==> config.mk <==
export PLATFORM = sky130hd
export DESIGN_NAME = la_top
export DESIGN_NICKNAME = d
export VERILOG_FILES = /design/src/rtl/la_pkg.sv /design/src/rtl/la_fifo.sv /design/src/rtl/la_trigger.sv /design/src/rtl/la_sample_packer.sv /design/src/rtl/la_datastore.sv /design/src/rtl/la_top.sv
export VERILOG_INCLUDE_DIRS = /design/src /design/src/rtl
export SDC_FILE = /design/constraint.sdc
export NUM_CORES = 2
export LEC_CHECK = 0
export BUFFER_PORTS_ARGS = -buffer_cell sky130_fd_sc_hd__buf_2
export CELL_PAD_IN_SITES_DETAIL_PLACEMENT = 0
export CELL_PAD_IN_SITES_GLOBAL_PLACEMENT = 2
export CORE_ASPECT_RATIO = 2
export CORE_MARGIN = 3
export CORE_UTILIZATION = 30
export DETAILED_ROUTE_END_ITERATION = 10
export PLACE_DENSITY = 0.61
export SYNTH_ARGS = -nofsm -noshare
export SYNTH_HDL_FRONTEND = slang
export SYNTH_HIERARCHICAL = 1
export SYNTH_SLANG_ARGS = --single-unit
==> constraint.sdc <==
create_clock -name clk -period 9.1 [get_ports clk]
set_input_delay 0.455 -clock clk [delete_from_list [all_inputs] [get_ports clk]]
set_output_delay 0.455 -clock clk [all_outputs]
set_load 0.05 [all_outputs]
==> src/rtl/la_consts.svh <==
`ifndef LA_CONSTS_SVH
`define LA_CONSTS_SVH

// one sample of the digital inputs
`define LA_SAMPLE_W         8

// stored word, four samples with the oldest in the top byte
`define LA_WORD_W           32
`define LA_SAMPLES_PER_WORD 4

// log2 of the FIFO depth, 64 words
`define LA_FIFO_AW          6

`endif

==> src/rtl/la_pkg.sv <==
`include "la_consts.svh"

package la_pkg;

    typedef logic [`LA_SAMPLE_W-1:0] sample_t;
    typedef logic [`LA_WORD_W-1:0]   word_t;
    typedef logic [31:0]             count_t;

    typedef enum logic [2:0] {
        CAP_IDLE    = 3'd0,
        CAP_PRELOAD = 3'd1,  // filling the pre-trigger ring
        CAP_WAIT    = 3'd2,  // ring full, waiting for the trigger
        CAP_CAPTURE = 3'd3,
        CAP_READ    = 3'd4,  // capture complete, draining
        CAP_DONE    = 3'd5
    } capture_state_e;

    // both counts are in words, 1 <= pre_words < total_words
    typedef struct packed {
        count_t pre_words;
        count_t total_words;
    } capture_cfg_t;

    typedef struct packed {
        sample_t mask;
        sample_t pattern;
    } trig_cfg_t;

    typedef struct packed {
        logic  valid;
        word_t data;
    } packed_word_t;

endpackage

==> src/rtl/la_fifo.sv <==
`timescale 1ns/1ps
`include "la_consts.svh"

module la_fifo (
    input  logic          clk,
    input  logic          rstn,
    input  logic          wr_en,
    input  la_pkg::word_t wr_data,
    input  logic          rd_en,
    output la_pkg::word_t rd_data,
    output logic          full,
    output logic          empty
);
    import la_pkg::*;

    localparam int AW    = `LA_FIFO_AW;
    localparam int DEPTH = 1 << AW;

    word_t       mem [DEPTH];
    logic [AW:0] wr_ptr;  // top bit counts laps of the memory
    logic [AW:0] rd_ptr;
    logic        do_wr;
    logic        do_rd;

    assign do_wr = wr_en && !full;
    assign do_rd = rd_en && !empty;

    always_ff @(posedge clk) begin
        if (do_wr) begin
            mem[wr_ptr[AW-1:0]] <= wr_data;
        end
    end

    always_ff @(posedge clk or negedge rstn) begin
        if (!rstn) begin
            wr_ptr <= '0;
            rd_ptr <= '0;
        end else begin
            if (do_wr) wr_ptr <= wr_ptr + 1'b1;
            if (do_rd) rd_ptr <= rd_ptr + 1'b1;
        end
    end

    // head word is always on the output, so a read just advances the pointer
    assign rd_data = mem[rd_ptr[AW-1:0]];

    // same slot on different laps means full
    assign full  = (wr_ptr[AW] != rd_ptr[AW]) && (wr_ptr[AW-1:0] == rd_ptr[AW-1:0]);
    assign empty = (wr_ptr == rd_ptr);

endmodule

==> src/rtl/la_trigger.sv <==
`timescale 1ns/1ps

module la_trigger (
    input  logic              clk,
    input  logic              rstn,
    input  la_pkg::sample_t   digital_in,
    input  la_pkg::trig_cfg_t cfg,
    input  logic              arm,
    output logic              trig
);
    import la_pkg::*;

    sample_t masked_in;
    sample_t masked_pattern;
    logic    match;
    logic    fired;

    // bits outside the mask never take part in the compare
    assign masked_in      = digital_in & cfg.mask;
    assign masked_pattern = cfg.pattern & cfg.mask;
    assign match          = (masked_in == masked_pattern);

    // --------------------------------------------------
    // registered fire, once per arming
    // --------------------------------------------------
    always_ff @(posedge clk or negedge rstn) begin
        if (!rstn) begin
            trig  <= 1'b0;
            fired <= 1'b0;
        end else if (!arm) begin
            trig  <= 1'b0;
            fired <= 1'b0;  // a new arming starts here
        end else begin
            trig <= match && !fired;
            if (match) begin
                fired <= 1'b1;  // a pattern that holds on must not fire again
            end
        end
    end

endmodule

==> src/rtl/la_sample_packer.sv <==
`timescale 1ns/1ps
`include "la_consts.svh"

module la_sample_packer (
    input  logic                 clk,
    input  logic                 rstn,
    input  la_pkg::sample_t      digital_in,
    input  logic                 enable,
    output la_pkg::packed_word_t word
);
    import la_pkg::*;

    localparam int PHASE_W = $clog2(`LA_SAMPLES_PER_WORD + 1);
    localparam logic [PHASE_W-1:0] PHASE_LAST = PHASE_W'(`LA_SAMPLES_PER_WORD);

    logic [PHASE_W-1:0] phase;  // samples held in the shift register
    word_t              shift_reg;

    always_ff @(posedge clk or negedge rstn) begin
        if (!rstn) begin
            phase     <= '0;
            shift_reg <= '0;
        end else if (enable) begin
            if (phase == PHASE_LAST) begin
                phase <= PHASE_W'(1);  // the sample taken now opens the next word
            end else begin
                phase <= phase + PHASE_W'(1);
            end
            shift_reg <= {shift_reg[`LA_WORD_W-`LA_SAMPLE_W-1:0], digital_in};
        end else begin
            // the next enable starts on a fresh word
            phase     <= '0;
            shift_reg <= '0;
        end
    end

    // the oldest sample has shifted up into the top byte by now
    assign word.valid = (phase == PHASE_LAST);
    assign word.data  = shift_reg;

endmodule

==> src/rtl/la_datastore.sv <==
`timescale 1ns/1ps

module la_datastore (
    input  logic                 clk,
    input  logic                 rstn,
    input  logic                 start,
    input  logic                 trig,
    input  la_pkg::capture_cfg_t cfg,
    input  la_pkg::packed_word_t word,
    output logic                 armed,
    output logic                 trig_arm,
    output logic                 busy,
    output logic                 done,
    output logic                 overflow,
    output logic                 rd_data_ready,
    input  logic                 rd_data_valid,
    output la_pkg::word_t        rd_data
);
    import la_pkg::*;

    capture_state_e state;
    capture_state_e next_state;
    count_t         load_cnt;    // words stored in preload and capture
    count_t         unload_cnt;  // words handed to the reader
    logic           accept_start;
    logic           reading;
    logic           wr_req;
    logic           fifo_rd_en;
    logic           fifo_full;
    logic           fifo_empty;
    logic           rd_fire;
    logic           last_pre;
    logic           last_cap;
    logic           last_read;

    assign accept_start = start && ((state == CAP_IDLE) || (state == CAP_DONE));
    assign reading      = (state == CAP_CAPTURE) || (state == CAP_READ);
    assign rd_fire      = rd_data_ready && rd_data_valid;

    assign last_pre  = word.valid && (load_cnt + 1 >= cfg.pre_words);
    assign last_cap  = word.valid && (load_cnt + 1 >= cfg.total_words);
    assign last_read = rd_fire && (unload_cnt + 1 >= cfg.total_words);

    // --------------------------------------------------
    // capture state machine
    // --------------------------------------------------
    always_ff @(posedge clk or negedge rstn) begin
        if (!rstn) begin
            state <= CAP_IDLE;
        end else begin
            state <= next_state;
        end
    end

    always_comb begin
        next_state = state;
        case (state)
            CAP_IDLE:    if (start) next_state = CAP_PRELOAD;
            CAP_PRELOAD: if (last_pre) next_state = CAP_WAIT;
            CAP_WAIT:    if (trig) next_state = CAP_CAPTURE;
            CAP_CAPTURE: if (last_cap) next_state = CAP_READ;
            // an empty FIFO here means dropped words shortened the stream
            CAP_READ:    if (last_read || fifo_empty) next_state = CAP_DONE;
            CAP_DONE:    if (start) next_state = CAP_PRELOAD;
            default:     next_state = CAP_IDLE;
        endcase
    end

    // --------------------------------------------------
    // counters and overflow
    // --------------------------------------------------
    always_ff @(posedge clk or negedge rstn) begin
        if (!rstn) begin
            load_cnt   <= '0;
            unload_cnt <= '0;
            overflow   <= 1'b0;
        end else if (accept_start) begin
            load_cnt   <= '0;
            unload_cnt <= '0;
            overflow   <= 1'b0;
        end else begin
            // the count holds in the wait phase, the ring size stays fixed there
            if (word.valid && ((state == CAP_PRELOAD) || (state == CAP_CAPTURE))) begin
                load_cnt <= load_cnt + 1;
            end
            if (rd_fire) begin
                unload_cnt <= unload_cnt + 1;
            end
            if (wr_req && fifo_full) begin
                overflow <= 1'b1;  // word lost, sticky until the next start
            end
        end
    end

    // --------------------------------------------------
    // FIFO control and read port
    // --------------------------------------------------
    assign armed    = (state == CAP_PRELOAD) || (state == CAP_WAIT) || (state == CAP_CAPTURE);
    assign trig_arm = (state == CAP_WAIT);
    assign wr_req   = word.valid && armed;

    // in the wait phase the oldest word leaves as each new one comes in
    assign fifo_rd_en = ((state == CAP_WAIT) && word.valid) || rd_fire;

    assign rd_data_ready = reading && !fifo_empty;
    assign busy          = reading;
    assign done          = (state == CAP_DONE);

    la_fifo u_la_fifo (
        .clk     (clk),
        .rstn    (rstn),
        .wr_en   (wr_req),
        .wr_data (word.data),
        .rd_en   (fifo_rd_en),
        .rd_data (rd_data),
        .full    (fifo_full),
        .empty   (fifo_empty)
    );

endmodule

==> src/rtl/la_top.sv <==
`timescale 1ns/1ps

module la_top (
    input  logic                 clk,
    input  logic                 rstn,
    input  la_pkg::sample_t      digital_in,
    input  la_pkg::trig_cfg_t    trig_cfg,
    input  la_pkg::capture_cfg_t cap_cfg,
    input  logic                 start,
    output logic                 busy,
    output logic                 done,
    output logic                 overflow,
    output logic                 rd_data_ready,
    input  logic                 rd_data_valid,
    output la_pkg::word_t        rd_data
);
    import la_pkg::*;

    logic         armed;     // packer runs through preload, wait and capture
    logic         trig_arm;  // trigger listens only while waiting
    logic         trig;
    packed_word_t word;

    // --------------------------------------------------
    // sampling front end
    // --------------------------------------------------
    la_trigger u_la_trigger (
        .clk        (clk),
        .rstn       (rstn),
        .digital_in (digital_in),
        .cfg        (trig_cfg),
        .arm        (trig_arm),
        .trig       (trig)
    );

    la_sample_packer u_la_sample_packer (
        .clk        (clk),
        .rstn       (rstn),
        .digital_in (digital_in),
        .enable     (armed),
        .word       (word)
    );

    // --------------------------------------------------
    // store and read port
    // --------------------------------------------------
    la_datastore u_la_datastore (
        .clk           (clk),
        .rstn          (rstn),
        .start         (start),
        .trig          (trig),
        .cfg           (cap_cfg),
        .word          (word),
        .armed         (armed),
        .trig_arm      (trig_arm),
        .busy          (busy),
        .done          (done),
        .overflow      (overflow),
        .rd_data_ready (rd_data_ready),
        .rd_data_valid (rd_data_valid),
        .rd_data       (rd_data)
    );

endmodule

==> summary.md <==
| Metric | Value |
|---|---|
| Outcome | finished clean |
| Initial antenna violation count | 12 |
| Hold endpoint | u_la_sample_packer/shift_reg[2] |
| Fin crit period | 5.84 ns |
| Max FO, Critical Path | 94 |
| Critical-path top delay cell | nor4_1 |
| Ys async rst share | roughly 5.5% |
| WL final | around 260000 um |
| Worst setup path class | register to primary output |
| CTS tree | yes |
| LEAKAGE | 31.5 nW |
| Synthesized Nets | 4531 |
| Post-DP HPWL | 158000 um |
| Fin nets | 4812 |
| RSZ-0062 raised after global routing | false |
| EDFF count, synth | 2048 |
| Global Route Usage Sum | 17.7% |
| Final setup violation count | 0 |
| Crit path cell chain | buf_12 -> buf_4 -> mux4_2 -> o22a_1 -> o221ai_1 -> nor4_1 -> buf_2 |
| Final worst slack | 3.26 ns |
| Sequential area share after synthesis | 74.7% |
| Worst EP arrival | 5.38 ns |
| Total CTS buffers | 196 |
| CTS max path bufs | 4 |
| Cells after synthesis | approximately 4300 |
| Post-synth cell types | 77 |
| Worst hold path type | primary input to register |
| DR vias/cell | between 5 and 6 |
| Clock-pin slew on the worst setup and hold paths | roughly 0.070 ns |
| Post-Route Skew | 0.0702 ns |
| Reg2Reg Setup Slack | 4.27 ns |
| Worst R2R Path Depth | 15 |
| Largest register FFs | 2048 |
| Initial Utilization | 30.1% |
| Die area | 0.295 mm2 |
| Layout cells sized above 1 | 26.3% |
| Worst Setup SP | u_la_datastore/u_la_fifo/rd_ptr[2] |
| Critical R2R Launch | u_la_datastore/load_cnt[0] |
| Vias in the first global route | roughly 46000 |
| First-pass GRT wire length | 365000 um |
| Commonest non-fill, non-tap cell in the layout | edfxtp_1 |
| Placer Congestion | 0.785 |
| # placed instances | 8185 |
| Kind of start point of the critical path | register |
| Die X-Extent | just under 400 um |
| Register bit total from synthesis | 2167 |
| Worst slack, placed | 4.06 ns |
| H-tree Lvls | 4 |
| Slew HR | 11.8% |
| Port Buf Inserts | between 100 and 150 |
| Reg2reg end | u_la_datastore/state[2] |
| Area grow syn2layout | 14.4% |
| Routed vias | 43674 |
| Core area | around 0.29 mm2 |
| CTS Root Cell | clkbuf_16 |
| Final-report hold violation count | 0 |
| Fill count | 27083 |
| Crit. End Element | primary output |
| Routed Antenna Nets | 0 |
| Max-cap violations | 0 |
| Postcts setup bufs | 0 |
| Max Transition Viols Final | 0 |
| Largest net degree at the start of global routing | 104 |
| Sink Count | 2167 |
| Fmax | 171 MHz |
| Most frequent cells in the layout | edfxtp_1 (2048), mux4_2 (491), clkbuf_16 (202) |
| GRT Residual Overflow | 0 |
| Ys Warns | 6 |
| DRT Pass-1 Iters | 7 |
| PD cells | 255 mW/mm2 |
| Worst-skew pair later-pin latency | about 0.87 ns |
| Std-Cell Rows | 278 |
| Die Y | 765 um |
| # DRC | 0 |
| Hold depth | 2 |
| Mapped Area | between 0.08 and 0.09 mm2 |
| Final Total Pwr | 25.2 mW |
| Hold path startpoint | digital_in[2] |
| Crit share post-route | between 60% and 70% |
| Worst-Margin Slew | 1.32 ns |
| Non-filler instance count after layout | about 8600 |
| Wire per inst | 30.7 um |
| Iteration-0 DRC count of the detailed router | 3783 |
| Post-synth top flop | edfxtp_1 |
| Setup TNS | 0 ns |
| CP required | 8.65 ns |
| # IOs | between 100 and 150 |
| Mapped Avg Cell Area | 19.9 um2 |
| Max incr delay on CP | 1.02 ns |
| Max VDD drop | 172 uV |
-- layout make-up --
| class | count | area [um2] | share of cell area (%) |
|---|---|---|---|
| flip-flops and latches | 2167 | 64500 | 65.3 |
| multi-input cells | 1866 | 21100 | 21.3 |
| clock buffers | 251 | 5300 | 5.36 |
| well taps | 3780 | 4730 | 4.79 |
| repair buffers | 307 | 2130 | 2.16 |
| clock inverters | 97 | 777 | 0.786 |
| inverters | 80 | 300 | 0.304 |
| diodes | 6 | 15.0 | 0.0152 |
-- worst max-delay path by stage --
stage | to | slack (ns) | cells past startpoint
2_1_floorplan | u_la_datastore/state[2] | 4.94 | 17
3_3_place_gp | rd_data[27] | 3.33 | 10
3_5_place_dp | rd_data[7] | 4.06 | 8
4_1_cts | rd_data[7] | 3.12 | 8
5_1_grt | rd_data[26] | 3.16 | 7
6_report | rd_data[26] | 3.26 | 7
-- cells by family after synthesis --
kind of cell               count (synthesis)  synth area share (%)
DFF                                     2167                  74.7
and+or+nand+nor                          613                  3.52
muxes                                    599                  14.2
AOI/OAI and AO/OA                        467                  3.70
buffers and inverters                    304                  1.64
adders and majority gates                102                  1.48
xor gates and xnor gates                  85                 0.862
-- power breakdown --
group	switching, mW	internal, mW	total [mW]
clock	3.69	4.44	8.13
sequential	0.447	11.8	12.3
combinational	2.97	1.77	4.74
-- per-stage QoR --
stage | cell area, um2 | utilization (%) | hold slack [ns]
CTS | 98800 | 34.5 | 0.00249
global route | 98800 | 34.5 | 0.0476
detailed placement | 92600 | 32.3 | 0.444
floorplan | 86400 | - | 0.159
global placement | 92600 | 32.3 | 0.443
finish | 98800 | 34.5 | 0.0770
-- layer usage --
metal | global-route usage [%] | vias to the layer above | part of all wire [%]
met1 | 18.4 | 23745 | 34
met2 | 35.1 | 1171 | 58
li1 | - | 18348 | -
met3 | 2.12 | 402 | 4.0
met5 | 0 | - | 0.021
met4 | 7.20 | 8 | 4.5
-- critical path, delay by kind of cell (launching register included) --
family                 cells  cell delay, ns
flip-flops                 1            0.82
multiplexers               1            0.30
AND/OR/NAND/NOR            1            1.02
AO/OA/AOI/OAI              2            0.62
buffers and inverters      3            1.55
-- what timing repair did --
action / 4_1_cts / 5_1_grt
gates resized for setup: 0 / 0
hold buffers: 15 / 0
hold endpoints to repair: 74 / 0
-- synthesized netlist by cell type (19+ instances only) --
cell | number | area share, %
dfrtp_1 | 119 | 3.4
mux2_2 | 64 | 0.83
buf_2 | 87 | 0.50
edfxtp_1 | 2048 | 71
nand3_1 | 75 | 0.43
ha_1 | 102 | 1.5
clkbuf_1 | 82 | 0.36
o21ai_0 | 34 | 0.20
o22ai_1 | 53 | 0.38
xnor2_1 | 49 | 0.50
nor2b_1 | 19 | 0.14
mux4_2 | 491 | 13
buf_1 | 20 | 0.087
buf_4 | 21 | 0.18
nor2_1 | 148 | 0.64
o221ai_1 | 25 | 0.25
nand4_1 | 22 | 0.16
and2_1 | 43 | 0.31
nand2_1 | 190 | 0.83
a21oi_1 | 86 | 0.50
xor2_1 | 36 | 0.37
inv_1 | 79 | 0.34
a22oi_1 | 107 | 0.93
mux2i_1 | 42 | 0.49
and3_1 | 20 | 0.14
o21ai_1 | 27 | 0.16
Power figures use the tool's default switching activity.
